<file path="src/hdl/cpu_decode_pkg.sv">
package cpu_decode_pkg;

   localparam int NUM_REGS = 8;   // Fixed by the instruction set

   typedef logic [15:0] inst_t;
   typedef logic [2:0]  reg_addr_t;

   // Major opcode, top two bits of the word
   typedef enum logic [1:0] {
      OP_LD  = 2'd0,
      OP_ST  = 2'd1,
      OP_IMM = 2'd2,   // Immediates, lock and branches
      OP_ALU = 2'd3
   } op_t;

   typedef enum logic [3:0] {
      ALU_ADD  = 4'd0,
      ALU_SUB  = 4'd1,
      ALU_AND  = 4'd2,
      ALU_OR   = 4'd3,
      ALU_XOR  = 4'd4,
      ALU_CMP  = 4'd5,
      ALU_MOV  = 4'd6,
      ALU_SLL  = 4'd8,
      ALU_SLR  = 4'd9,
      ALU_SRL  = 4'd10,
      ALU_SRA  = 4'd11,
      ALU_LDIH = 4'd12,
      ALU_NOP  = 4'd15
   } alu_op_t;

   typedef enum logic [1:0] {
      SRC_A_REG  = 2'd0,
      SRC_A_PC   = 2'd1,
      SRC_A_ZERO = 2'd2
   } src_a_t;

   typedef enum logic [1:0] {
      SRC_B_REG   = 2'd0,
      SRC_B_SHAMT = 2'd1,
      SRC_B_IMM   = 2'd2,
      SRC_B_IMM8  = 2'd3
   } src_b_t;

   typedef enum logic [1:0] {
      WD_ALU  = 2'd0,
      WD_MEM  = 2'd1,
      WD_LINK = 2'd2,
      WD_IMM  = 2'd3
   } wdata_src_t;

   typedef enum logic [2:0] {
      JMP_NONE   = 3'd0,
      JMP_ALWAYS = 3'd1,
      JMP_EQ     = 3'd2,
      JMP_LT     = 3'd3,
      JMP_LE     = 3'd4,
      JMP_NE     = 3'd5
   } jump_t;

   typedef struct packed {
      logic       use_ra;
      logic       use_rb;
      reg_addr_t  ra;
      reg_addr_t  rb;
      reg_addr_t  dest;
      logic       regwrite;
      alu_op_t    alu_op;
      src_a_t     src_a;
      src_b_t     src_b;
      wdata_src_t wdata_src;
      jump_t      jump;
      logic       mem_read;
      logic       mem_write;
      logic       lock;
      logic       unlock;
      logic       out_en;
      logic       halt;
   } decoded_t;

endpackage
</file>
<file path="src/hdl/fetch_if.sv">
`timescale 1ns/10ps

interface fetch_if #(
   parameter int ADDR_WIDTH = 16
);
   import cpu_decode_pkg::*;

   logic                  valid;   // Word held and not flushed
   inst_t                 inst;
   logic [ADDR_WIDTH-1:0] pc;
   logic                  take;    // Consumer accepts this cycle

   modport fetch  (output valid, output inst, output pc, input take);
   modport decode (input inst);
   modport issue  (input valid, input pc, output take);

endinterface

</file>
<file path="src/hdl/decode_unit.sv">
`timescale 1ns/10ps

module decode_unit #(
   parameter int                    ADDR_WIDTH = 16,
   parameter logic [ADDR_WIDTH-1:0] RESET_PC   = '0
) (
   input  logic                       clk,
   input  logic                       arst_n,
   output logic                       wb_cyc,
   output logic                       wb_stb,
   output logic [ADDR_WIDTH-1:0]      wb_adr,
   input  cpu_decode_pkg::inst_t      wb_dat_i,
   input  logic                       wb_ack,
   input  logic                       flush,
   input  logic [ADDR_WIDTH-1:0]      redirect_pc,
   input  logic                       issue_ready,
   input  logic                       retire_valid,
   input  cpu_decode_pkg::reg_addr_t  retire_reg,
   output logic                       issue_valid,
   output logic [ADDR_WIDTH-1:0]      issue_pc,
   output cpu_decode_pkg::reg_addr_t  issue_ra,
   output cpu_decode_pkg::reg_addr_t  issue_rb,
   output cpu_decode_pkg::reg_addr_t  issue_dest,
   output logic                       issue_regwrite,
   output cpu_decode_pkg::alu_op_t    issue_alu_op,
   output cpu_decode_pkg::src_a_t     issue_src_a,
   output cpu_decode_pkg::src_b_t     issue_src_b,
   output cpu_decode_pkg::wdata_src_t issue_wdata_src,
   output cpu_decode_pkg::jump_t      issue_jump,
   output logic                       issue_mem_read,
   output logic                       issue_mem_write,
   output logic                       issue_lock,
   output logic                       issue_unlock,
   output logic                       issue_out_en,
   output logic                       issue_halt,
   output logic                       halted
);
   import cpu_decode_pkg::*;

   decoded_t              ctrl;
   decoded_t              issue_ctrl;
   logic [NUM_REGS-1:0]   busy;
   logic [NUM_REGS-1:0]   full;
   logic                  claim;
   reg_addr_t             claim_reg;

   fetch_if #(.ADDR_WIDTH(ADDR_WIDTH)) fetch_bus ();

   fetch_unit #(.ADDR_WIDTH(ADDR_WIDTH), .RESET_PC(RESET_PC)) u_fetch (
      .clk(clk), .arst_n(arst_n),
      .wb_cyc(wb_cyc), .wb_stb(wb_stb), .wb_adr(wb_adr),
      .wb_dat_i(wb_dat_i), .wb_ack(wb_ack),
      .flush(flush), .redirect_pc(redirect_pc),
      .halted(halted), .fi(fetch_bus.fetch)
   );

   instruction_decoder u_decode (.fi(fetch_bus.decode), .ctrl(ctrl));

   register_scoreboard u_scoreboard (
      .clk(clk), .arst_n(arst_n),
      .claim(claim), .claim_reg(claim_reg),
      .retire_valid(retire_valid), .retire_reg(retire_reg),
      .busy(busy), .full(full)
   );

   issue_control #(.ADDR_WIDTH(ADDR_WIDTH)) u_issue (
      .clk(clk), .arst_n(arst_n), .fi(fetch_bus.issue),
      .ctrl(ctrl), .busy(busy), .full(full), .issue_ready(issue_ready),
      .claim(claim), .claim_reg(claim_reg),
      .issue_valid(issue_valid), .issue_pc(issue_pc),
      .issue_ctrl(issue_ctrl), .halted(halted)
   );

   // Issue bundle onto plain ports
   assign issue_ra        = issue_ctrl.ra;
   assign issue_rb        = issue_ctrl.rb;
   assign issue_dest      = issue_ctrl.dest;
   assign issue_regwrite  = issue_ctrl.regwrite;
   assign issue_alu_op    = issue_ctrl.alu_op;
   assign issue_src_a     = issue_ctrl.src_a;
   assign issue_src_b     = issue_ctrl.src_b;
   assign issue_wdata_src = issue_ctrl.wdata_src;
   assign issue_jump      = issue_ctrl.jump;
   assign issue_mem_read  = issue_ctrl.mem_read;
   assign issue_mem_write = issue_ctrl.mem_write;
   assign issue_lock      = issue_ctrl.lock;
   assign issue_unlock    = issue_ctrl.unlock;
   assign issue_out_en    = issue_ctrl.out_en;
   assign issue_halt      = issue_ctrl.halt;

endmodule

</file>
<file path="src/hdl/issue_control.sv">
`timescale 1ns/10ps

module issue_control #(
   parameter int ADDR_WIDTH = 16
) (
   input  logic                                clk,
   input  logic                                arst_n,
   fetch_if.issue                              fi,
   input  cpu_decode_pkg::decoded_t            ctrl,
   input  logic [cpu_decode_pkg::NUM_REGS-1:0] busy,
   input  logic [cpu_decode_pkg::NUM_REGS-1:0] full,
   input  logic                                issue_ready,
   output logic                                claim,
   output cpu_decode_pkg::reg_addr_t           claim_reg,
   output logic                                issue_valid,
   output logic [ADDR_WIDTH-1:0]               issue_pc,
   output cpu_decode_pkg::decoded_t            issue_ctrl,
   output logic                                halted
);
   import cpu_decode_pkg::*;

   logic src_busy;
   logic dest_full;
   logic go;

   assign src_busy  = (ctrl.use_ra && busy[ctrl.ra]) || (ctrl.use_rb && busy[ctrl.rb]);
   assign dest_full = ctrl.regwrite && full[ctrl.dest];

   // Single issue decision for take, claim and the output register
   assign go = fi.valid && issue_ready && !halted && !src_busy && !dest_full;

   assign fi.take   = go;
   assign claim     = go && ctrl.regwrite;
   assign claim_reg = ctrl.dest;

   always_ff @(posedge clk or negedge arst_n) begin
      if (!arst_n) begin
         issue_valid <= 1'b0;
         halted      <= 1'b0;
      end else begin
         issue_valid <= go;
         if (go && ctrl.halt) begin
            halted <= 1'b1;   // Sticky until reset
         end
      end
   end

   always_ff @(posedge clk) begin
      if (go) begin
         issue_pc   <= fi.pc;
         issue_ctrl <= ctrl;
      end
   end

endmodule

</file>
<file path="src/hdl/register_scoreboard.sv">
`timescale 1ns/10ps

module register_scoreboard (
   input  logic                                clk,
   input  logic                                arst_n,
   input  logic                                claim,
   input  cpu_decode_pkg::reg_addr_t           claim_reg,
   input  logic                                retire_valid,
   input  cpu_decode_pkg::reg_addr_t           retire_reg,
   output logic [cpu_decode_pkg::NUM_REGS-1:0] busy,
   output logic [cpu_decode_pkg::NUM_REGS-1:0] full
);
   import cpu_decode_pkg::*;

   genvar r;

   generate
      for (r = 0; r < NUM_REGS; r++) begin : g_reg
         logic [2:0] count;   // Writes issued, not yet retired
         logic       inc;
         logic       dec;

         assign inc = claim && (claim_reg == reg_addr_t'(r));
         assign dec = retire_valid && (retire_reg == reg_addr_t'(r));

         always_ff @(posedge clk or negedge arst_n) begin
            if (!arst_n) begin
               count <= 3'd0;
            end else if (inc && !dec) begin
               count <= count + 3'd1;
            end else if (dec && !inc) begin
               count <= count - 3'd1;
            end
         end

         assign busy[r] = |count;
         assign full[r] = &count;   // Limit of 7 outstanding
      end
   endgenerate

endmodule

</file>
<file path="src/hdl/instruction_decoder.sv">
`timescale 1ns/10ps

module instruction_decoder (
   fetch_if.decode                   fi,
   output cpu_decode_pkg::decoded_t  ctrl
);
   import cpu_decode_pkg::*;

   op_t        op;
   reg_addr_t  ra;
   reg_addr_t  rb;
   logic [3:0] fn;

   assign op = op_t'(fi.inst[15:14]);
   assign ra = fi.inst[13:11];
   assign rb = fi.inst[10:8];
   assign fn = fi.inst[7:4];

   always_comb begin
      ctrl        = '0;
      ctrl.alu_op = ALU_NOP;
      ctrl.ra     = ra;
      ctrl.rb     = rb;
      ctrl.dest   = (op == OP_LD) ? ra : rb;   // Loads write ra

      case (op)
         OP_LD: begin
            ctrl.use_rb    = 1'b1;
            ctrl.regwrite  = 1'b1;
            ctrl.src_b     = SRC_B_IMM;
            ctrl.wdata_src = WD_MEM;
            ctrl.mem_read  = 1'b1;
         end
         OP_ST: begin
            ctrl.use_ra    = 1'b1;
            ctrl.use_rb    = 1'b1;
            ctrl.src_b     = SRC_B_IMM;
            ctrl.mem_write = 1'b1;
         end
         OP_IMM: begin
            case (ra)   // ra field is a sub-opcode here
               3'd0: begin // LI
                  ctrl.regwrite  = 1'b1;
                  ctrl.wdata_src = WD_IMM;
               end
               3'd1: begin // ADDI
                  ctrl.use_rb   = 1'b1;
                  ctrl.regwrite = 1'b1;
                  ctrl.alu_op   = ALU_ADD;
                  ctrl.src_b    = SRC_B_IMM;
               end
               3'd2: begin // CMPI
                  ctrl.use_rb = 1'b1;
                  ctrl.alu_op = ALU_CMP;
                  ctrl.src_b  = SRC_B_IMM;
               end
               3'd3: begin
                  if (fi.inst[0]) begin
                     ctrl.unlock = 1'b1;
                  end else begin
                     ctrl.lock = 1'b1;
                  end
               end
               3'd4: begin // B
                  ctrl.jump  = JMP_ALWAYS;
                  ctrl.src_a = SRC_A_PC;
                  ctrl.src_b = SRC_B_IMM;
               end
               3'd5: begin // BAL
                  ctrl.jump      = JMP_ALWAYS;
                  ctrl.src_a     = SRC_A_PC;
                  ctrl.src_b     = SRC_B_IMM;
                  ctrl.regwrite  = 1'b1;
                  ctrl.wdata_src = WD_LINK;
               end
               3'd6: begin // BR
                  ctrl.jump  = JMP_ALWAYS;
                  ctrl.src_b = SRC_B_IMM;
               end
               default: begin
                  ctrl.src_a = SRC_A_PC;
                  ctrl.src_b = SRC_B_IMM;
                  case (rb)   // Condition code
                     3'd0:    ctrl.jump = JMP_EQ;
                     3'd1:    ctrl.jump = JMP_LT;
                     3'd2:    ctrl.jump = JMP_LE;
                     3'd3:    ctrl.jump = JMP_NE;
                     default: ctrl.jump = JMP_ALWAYS;
                  endcase
               end
            endcase
         end
         OP_ALU: begin
            ctrl.alu_op = alu_op_t'(fn);
            case (fn)
               4'd0, 4'd1, 4'd2, 4'd3, 4'd4: begin
                  ctrl.use_ra   = 1'b1;
                  ctrl.use_rb   = 1'b1;
                  ctrl.regwrite = 1'b1;
               end
               4'd5: begin // CMP sets flags only
                  ctrl.use_ra = 1'b1;
                  ctrl.use_rb = 1'b1;
               end
               4'd6: begin // MOV
                  ctrl.use_ra   = 1'b1;
                  ctrl.src_a    = SRC_A_ZERO;
                  ctrl.regwrite = 1'b1;
               end
               4'd8, 4'd9, 4'd10, 4'd11: begin
                  ctrl.use_rb   = 1'b1;
                  ctrl.regwrite = 1'b1;
                  ctrl.src_b    = SRC_B_SHAMT;
               end
               4'd12: begin
                  ctrl.regwrite = 1'b1;
                  ctrl.src_a    = SRC_A_ZERO;
                  ctrl.src_b    = SRC_B_IMM8;
               end
               4'd13: begin // OUT
                  ctrl.use_ra = 1'b1;
                  ctrl.out_en = 1'b1;
               end
               4'd15: begin
                  ctrl.halt = 1'b1;
               end
               default: begin
                  ctrl.halt = 1'b0;   // Code 7 and 14 unused
               end
            endcase
         end
      endcase
   end

endmodule

</file>
<file path="src/hdl/fetch_unit.sv">
`timescale 1ns/10ps

module fetch_unit #(
   parameter int                    ADDR_WIDTH = 16,
   parameter logic [ADDR_WIDTH-1:0] RESET_PC   = '0
) (
   input  logic                  clk,
   input  logic                  arst_n,
   output logic                  wb_cyc,
   output logic                  wb_stb,
   output logic [ADDR_WIDTH-1:0] wb_adr,
   input  cpu_decode_pkg::inst_t wb_dat_i,
   input  logic                  wb_ack,
   input  logic                  flush,
   input  logic [ADDR_WIDTH-1:0] redirect_pc,
   input  logic                  halted,
   fetch_if.fetch                fi
);
   import cpu_decode_pkg::*;

   logic [ADDR_WIDTH-1:0] pc;       // Next address to request
   logic [ADDR_WIDTH-1:0] adr;
   logic                  cyc;
   logic                  drop;     // In-flight data belongs to old stream
   logic                  ir_full;
   inst_t                 ir;
   logic [ADDR_WIDTH-1:0] ir_pc;
   logic                  start;
   logic                  accept;

   // One word held, one request in flight at most
   assign start  = !cyc && !halted && !flush && (!ir_full || fi.take);
   assign accept = cyc && wb_ack && !drop && !flush;

   always_ff @(posedge clk or negedge arst_n) begin
      if (!arst_n) begin
         cyc     <= 1'b0;
         drop    <= 1'b0;
         ir_full <= 1'b0;
         pc      <= RESET_PC;
      end else begin
         if (start) begin
            cyc <= 1'b1;
         end else if (cyc && wb_ack) begin
            cyc <= 1'b0;
         end

         if (cyc && wb_ack) begin
            drop <= 1'b0;
         end else if (cyc && flush) begin
            drop <= 1'b1;   // Let the cycle finish, discard its data
         end

         if (flush) begin
            ir_full <= 1'b0;
            pc      <= redirect_pc;
         end else if (accept) begin
            ir_full <= 1'b1;
            pc      <= pc + 1'b1;
         end else if (fi.take) begin
            ir_full <= 1'b0;
         end
      end
   end

   always_ff @(posedge clk) begin
      if (start) begin
         adr <= pc;   // Held stable until ack
      end
      if (accept) begin
         ir    <= wb_dat_i;
         ir_pc <= adr;
      end
   end

   assign wb_cyc = cyc;
   assign wb_stb = cyc;
   assign wb_adr = adr;

   assign fi.valid = ir_full && !flush;
   assign fi.inst  = ir;
   assign fi.pc    = ir_pc;

endmodule

</file>
<file path="config.mk">
export PLATFORM = sky130hd
export DESIGN_NAME = decode_unit
export DESIGN_NICKNAME = d
export VERILOG_FILES = /design/src/hdl/cpu_decode_pkg.sv /design/src/hdl/fetch_if.sv /design/src/hdl/decode_unit.sv /design/src/hdl/issue_control.sv /design/src/hdl/register_scoreboard.sv /design/src/hdl/instruction_decoder.sv /design/src/hdl/fetch_unit.sv
export SDC_FILE = /design/constraint.sdc
export NUM_CORES = 1
export LEC_CHECK = 0
export BUFFER_PORTS_ARGS = -buffer_cell sky130_fd_sc_hd__buf_2
export CAP_MARGIN = 20
export CORE_AREA = 2 2 144 146
export CTS_CLUSTER_DIAMETER = 80
export CTS_CLUSTER_SIZE = 28
export DETAILED_ROUTE_END_ITERATION = 10
export DIE_AREA = 0 0 146 148
export PLACE_DENSITY = 0.46
export SLEW_MARGIN = 5
export SYNTH_ARGS = -nofsm -noshare
export SYNTH_HDL_FRONTEND = slang
export SYNTH_SLANG_ARGS = --single-unit
</file>
<file path="constraint.sdc">
create_clock -name clk -period 5.31 [get_ports clk]
set_input_delay 0.7965 -clock clk [delete_from_list [all_inputs] [get_ports clk]]
set_output_delay 0.7965 -clock clk [all_outputs]
set_load 0.1 [all_outputs]
</file>
# Word-level counts from Yosys, hierarchy flattened
# Index checks and enable logic that the tools add are counted.
totals:
  regBits: 138
  latchBits: 0
  ramBits: 0
  mem_bits_ro: 0
  in_bits: 41
  out_inout_bits: 65
  word_cells: 271
  n_memories: 0
classes:
  addsub: 17
  n_mul: 0
  div_mod_pow: 0
  order_cmp: 3
  eq_ne: 39
  n_shift: 0
  n_mux: 58
  n_bitwise: 0
  n_reduce_logical: 121
ops:
  columns: ["operator", "n"]
  rows:
  - ["2-to-1 mux 3 bit", 17]
  - ["logical AND 1 bit", 49]
  - ["== test 3 bit (second input constant)", 11]
  - ["2-to-1 mux 16 bit", 2]
  - ["OR reduction 3 bit", 10]
  - ["== test 4 bit (second input constant)", 7]
  - ["adder 3 x 1 -> 3 bit (second input constant)", 8]
  - ["== test 3 x 2 -> 1 bit (second input constant)", 8]
  - ["AND reduction 3 bit", 8]
  - ["subtractor 3 x 1 -> 3 bit (second input constant)", 8]
  - ["logical NOT 1 bit", 23]
  - ["2-to-1 mux 1 bit", 23]
  - ["nonzero test 2 bit", 11]
  - ["adder 16 x 1 -> 16 bit (second input constant)", 1]
  - ["== test 3 x 1 -> 1 bit (second input constant)", 4]
  - ["== test 4 x 3 -> 1 bit (second input constant)", 3]
  - ["logical NOT 3 bit", 4]
  - ["less-than comparator 3 x 4 -> 1 bit (second input constant)", 3]
  - ["one-hot mux 2 bit (2 select lines)", 3]
  - ["one-hot mux 3 bit (4 select lines)", 1]
  - ["one-hot mux 6 bit (2 select lines)", 1]
  - ["OR reduction 11 bit", 1]
  - ["OR reduction 10 bit", 1]
  - ["binary-select mux 1 bit (select 3 bit)", 3]
  - ["other kinds (19)", 28]

# Depth between registers and ports, before layout
logic_depth:
  word_depth: 15
  mapped_depth: 14
  ltp_nobuf: 13

# Modules after synthesis
# From an unflattened synthesis, not the netlist that was laid out.
hier_totals:
  hier_cells: 444
  area_unflattened_um2: 6130.9
by_module_without_submodules:
  columns: ["module", "n_inst", "cells_each", "area_per_inst_um2", "seq_area_each_um2"]
  rows:
  - ["fetch_unit", 1, 165, 2541.2, 1916.8]
  - ["issue_control", 1, 78, 1737.9, 1461.4]
  - ["register_scoreboard", 1, 129, 1441.4, 600.6]
  - ["instruction_decoder", 1, 72, 410.4, 0.0]

# Worst setup path before layout
# OpenSTA, ideal clock, no wires.
synth_timing:
  path_type: "input to register"
  startpoint: "in flush"
  endpoint: "reg u_issue.issue_ctrl[0] (netlist name)"
  setup_time_ps: 449
  arrival_ps: 3590
  required_time_ps: 4861
  setup_slack_ps: 1271
  stages: 7
  path_buffers: 1
  cell_sequence: "clkbuf_1 -> nor2_1 -> nand3_1 -> nor4_1 -> a22o_1 -> nand2_1 -> nor2_1"
synth_between:
  elab_chain_cells: 6
synth_rtl:
  columns: ["element", "line_no", "source"]
  rows:
  - ["start: declaration", "decode_unit.sv:14", "input logic flush,"]
  - ["logical NOT 1 bit", "fetch_unit.sv:80", "assign fi.valid = ir_full && !flush;"]
  - ["logical AND 1 bit", "fetch_unit.sv:80", null]
  - ["logical AND 1 bit (4 in a row)", "issue_control.sv:30", "assign go = fi.valid && issue_ready && !halted && !src_busy && !dest_full;"]
  - ["via fetch_bus.take", "fetch_if.sv:11", "logic take;"]
# The timed path passes the listed nets, and every way through them passes these cells.
# A chain may end at the register's enable or synchronous reset.

# Worst setup path in the final report
layout_timing:
  startpoint: "reg u_fetch.ir[15], in the netlist u_fetch.fi.inst[15]"
  endpoint: "reg u_scoreboard.g_reg[1].count[2]"
layout_between:
  elab_chain_cells: 13
  elab_cells_between_ends: 27
  classes_between: "eq/ne: 4; mux: 7; reduce/logical: 16"
layout_rtl:
  columns: ["element", "line_no", "source"]
  rows:
  - ["start: declaration", "fetch_unit.sv:26", "inst_t ir;"]
  - ["start signal: assignment", "fetch_unit.sv:71", "ir <= wb_dat_i;"]
  - ["== test 2 x 1 -> 1 bit / logical NOT 2 bit (equally long branches)", "instruction_decoder.sv:26, instruction_decoder.sv:24", null]
  - ["OR reduction 2 bit (no line)", null, null]
  - ["one-hot mux 1 bit (3 select lines)", "instruction_decoder.sv:26", "case (op)"]
  - ["logical AND 1 bit", "issue_control.sv:26", "assign src_busy = (ctrl.use_ra && busy[ctrl.ra]) || (ctrl.use_rb && busy[ctrl.rb]);"]
  - ["logical OR 1 bit", "issue_control.sv:26", null]
  - ["logical NOT 1 bit", "issue_control.sv:30", null]
  - ["logical AND 1 bit (2 in a row)", "issue_control.sv:30", null]
  - ["logical AND 1 bit", "issue_control.sv:33", "assign claim = go && ctrl.regwrite;"]
  - ["logical AND 1 bit *", "register_scoreboard.sv:23", "assign inc = claim && (claim_reg == reg_addr_t'(r));"]
  - ["logical NOT 1 bit", "register_scoreboard.sv:31", "end else if (dec && !inc) begin"]
  - ["logical AND 1 bit", "register_scoreboard.sv:31", null]
  - ["nonzero test 2 bit (no line)", null, null]
  - ["end signal: assignment", "register_scoreboard.sv:30", "count <= count + 3'd1;"]
  - ["end signal: assignment", "register_scoreboard.sv:32", "count <= count - 3'd1;"]
  - ["end: declaration", "register_scoreboard.sv:19", "logic [2:0] count;"]
# Every way passes the cells marked *; elsewhere a longest branch is shown, timed or not. The select of a mux whose other input is x is not followed.

==> impl_metrics.csv <==
group,metric,value,unit
worst_setup_path,r2r_cells,12,
hold_path,min_path_type,"in2async",
yosys,synthTopCellsByCount,"edfxtp_1 (90), dfrtp_1 (45), nand2_1 (32), nor2_1 (29), xor2_1 (27)",
clocking,htree_num_levels,4,
placement,dp.cells,802,
yosys,synth_fp_nets,503,
yosys,seq_area_frac_synth,64.98,%
pwr,swShare,32.13,%
placement,gp_congestion,0.8355,
yosys,synth_warnings,0,
clocking,cts_buffer_depth,2,
sta,maxSlewHeadroom,43.90,%
sta,tns,0,ns
worst_setup_path,worstPathArrival,3.83,ns
global_route,grt_pass1_vias,3876,
yosys,ys_ff_latch,135,
yosys,synth_top_area_cell,"edfxtp_1",
worst_setup_path,rr_startpoint,"u_fetch.fi.inst[15]$_DFFE_PP_",
pwr,pwr-share-comb,19.4,%
worst_setup_path,crit_fanout,16,
sta,finalClockSkew,0.009256,ns
cells_and_area,layout-drive-gt1-share,27.84,%
yosys,yosysUniqueCellTypes,53,
pwr,seq_power_share,45.3,%
global_route,antenna_found_initial,2,
clocking,post_cts_buffers,0,
global_route,grt_max_degree,46,
yosys,netlist_instances,445,
worst_setup_path,cp.required,5.64,ns
yosys,synth_area,5892,um2
cells_and_area,fin_cells,835,
sta,period_needed,3.505,ns
floorplan,fp.dieH,148,um
pwr,p_int,2.198,mW
floorplan,rows,52,
run_status,status,"finished, final reports clean",
pwr,pwr-share-clk,35.3,%
clocking,clock-root-buffer,"clkbuf_16",
sta,slew_viol_final,0,
drt,vias,3727,
floorplan,ios,106,
yosys,synth_area_leaders,"edfxtp_1 (46%), dfrtp_1 (19%), xor2_1 (4.0%), fa_1 (2.7%), o21ai_0 (2.1%)",
worst_setup_path,critPathKind,"reg2reg",
drt,wire_per_inst,15.51,um
drt,wl,12.95,mm
yosys,syn_avg_cell_area,13.24,um2
worst_setup_path,critical-path-top-delay-family,"simple AND/OR/NAND/NOR gates",
pwr,ir_worst_vdd,0.2358,mV
placement,io_buffers,102,
flow_run,cap_violations,0,
clocking,path_clk_slew,0.06,ns
floorplan,coreArea,20040,um2
yosys,synth-edff-count,90,
drt,drc_errors,0,
sta,worst_slew_pin_slew,0.8395,ns
yosys,synth_top_area_share,45.87,%
drt,detail_route.vias_per_cell,4.463,
drt,drt-initial-drc-count,216,
sta,hold_viol,0,
worst_setup_path,slowest_stage,"edfxtp_1",
clocking,cts.sinks,135,
pwr,switchingPower,1.041,mW
clocking,cts_hold_buffers,0,
yosys,yosysMostFrequentCell,"edfxtp_1",
pwr,power_density,444.4,nW/um2
worst_setup_path,path_cells,"nor2_4, mux2i_1, a222oi_1, a221oi_2, nand4_1, nor2_1, ha_1, inv_1, fa_1, xor2_1, nor2_1, xor2_1",
placement,place_hpwl,9.539,mm
clocking,post_cts_resized,0,
floorplan,start_util,29.40,%
sta,setup_viol,0,
cells_and_area,nets,610,
clocking,cts_tree,"yes",
pwr,p_leak,2.774,nW
global_route,overflow,0,
worst_setup_path,regToRegEndpoint,"u_scoreboard.g_reg[1].count[2]$_DFFE_PN0P_",
global_route,grt_use_total,12.52,%
worst_setup_path,cpPeakStageDelay,0.62,ns
floorplan,die_x,146,um
worst_setup_path,ff2ff_setup_slack,1.81,ns
drt,ant_nets,0,
yosys,async_flop_share,33.33,%
yosys,synthFlopType,"edfxtp_1",
global_route,grt_pass1_wl,21.08,mm
floorplan,dieArea,21610,um2
sta,rsz0062_at_grt,"no",
sta,min_period_over_period,66.00,%
worst_setup_path,critPathBufInv,1,
clocking,cts_buffers,17,
worst_setup_path,endpoint_kind,"flop",
cells_and_area,syn_to_final_growth,23.72,%
sta,fmaxAchievable,285.3,MHz
clocking,clkLatencyLatePin,0.42,ns
worst_setup_path,worst_setup_path_start_kind,"flop",
drt,detail_route.first_pass.iterations,5,
==> per-layer routing <==
| metal | routed length [um] | global-route usage [%] |
|---|---|---|
| met4 | 165 | 3.786 |
| met5 | 13 | 0 |
| met1 | 6084 | 16.77 |
| met2 | 5897 | 19.48 |
| met3 | 789 | 4.074 |
==> power groups by stage <==
stage,Sequential [mW],Clock (mW),Combinational (mW)
finish,1.47,1.14,0.629
global route,1.50,1.23,0.688
CTS,1.47,1.18,0.637
detailed placement,1.49,0,0.634
global placement,1.48,0,0.610
floorplan,1.63,0,0.315
==> registers in the layout, indices dropped and copies added (netlist names) <==
register	cells
u_fetch.drop	1
u_fetch.fi.inst	13
u_fetch.fi.pc	16
u_fetch.ir_full	1
u_fetch.pc	16
u_fetch.wb_adr	16
u_fetch.wb_cyc	1
u_issue.halted	1
u_issue.issue_ctrl	29
u_issue.issue_pc	16
u_issue.issue_valid	1
u_scoreboard.g.count	24
==> cell usage in the layout (no fill, tap or decap), types with 3 or more instances in the layout <==
master      count
buf_2         102
edfxtp_1       90
dfrtp_1        45
nand2_1        32
nor2_1         28
xor2_1         27
o21ai_0        25
nand3_1        21
clkbuf_16      17
inv_1          15
nor3_1         15
nor2b_1        13
xnor2_1        13
mux2_2         10
a21oi_1         9
ha_1            9
fa_1            8
nor4_1          7
nand4_1         5
nand2b_1        4
mux2i_1         4
and4_1          4
and3_1          4
a22oi_1         3
clkinvlp_4      3
inv_6           3
buf_4           3
==> metrics by stage <==
stage                     area [um2]  hold slack, ns  utilization (%)  power, mW  worst slack (ns)
after global routing            7287          0.2960            36.36      3.421             1.512
after global placement          6690          0.4039            33.39      2.086             1.848
after detailed placement        6690          0.4045            33.39      2.125             1.801
final                           7289          0.2843            36.38      3.239             1.805
after floorplan                 5892          0.4003                -      1.944             1.271
after CTS                       7267          0.4184            36.26      3.287             1.815
==> logic make-up (layout without fill, tap and decap cells) <==
group	count (synthesis)	in the layout	share of synthesized area, %
AND/OR/NAND/NOR	148	148	12.85
buffers and inverters	33	152	2.442
adder cells (fa/ha/maj)	17	17	4.629
other	0	1	0
AO/OA/AOI/OAI	57	57	6.180
multiplexers	15	15	2.973
XOR/XNOR	40	40	5.946
flip-flops	135	135	64.98
==> area by class of cell <==
type                    instances  area [um2]
multi-input cells             277        1934
well taps                     270       337.8
inverters                      15       56.30
diodes                          1       2.502
clock inverters                13       147.6
clock buffers                  18       429.2
repair buffers                106       553.0
flip-flops and latches        135        3829
fillers                      1974       12750
==> how the worst max path moves through the flow <==
stage	start	end	slack, ns	depth (start not counted)
after floorplan	flush	u_issue.issue_ctrl[0]$_DFFE_PP_	1.27	7
after global placement	u_fetch.fi.inst[11]$_DFFE_PP_	u_scoreboard.g_reg[2].count[2]$_DFFE_PN0P_	1.85	12
after detailed placement	flush	u_issue.issue_ctrl[5]$_DFFE_PP_	1.80	8
final	u_fetch.fi.inst[15]$_DFFE_PP_	u_scoreboard.g_reg[1].count[2]$_DFFE_PN0P_	1.81	12
after global routing	u_fetch.fi.inst[14]$_DFFE_PP_	u_scoreboard.g_reg[5].count[2]$_DFFE_PN0P_	1.51	12
after CTS	u_fetch.fi.inst[15]$_DFFE_PP_	u_scoreboard.g_reg[1].count[2]$_DFFE_PN0P_	1.81	12
==> worst reg2reg max path, stage by stage, from the launching register on <==
cell	delay (ns)
edfxtp_1	0.62
nor2_4	0.42
mux2i_1	0.34
a222oi_1	0.18
a221oi_2	0.31
nand4_1	0.25
nor2_1	0.20
ha_1	0.20
inv_1	0.06
fa_1	0.37
xor2_1	0.15
nor2_1	0.12
xor2_1	0.19
No activity file was read; power rests on OpenSTA's default activity.
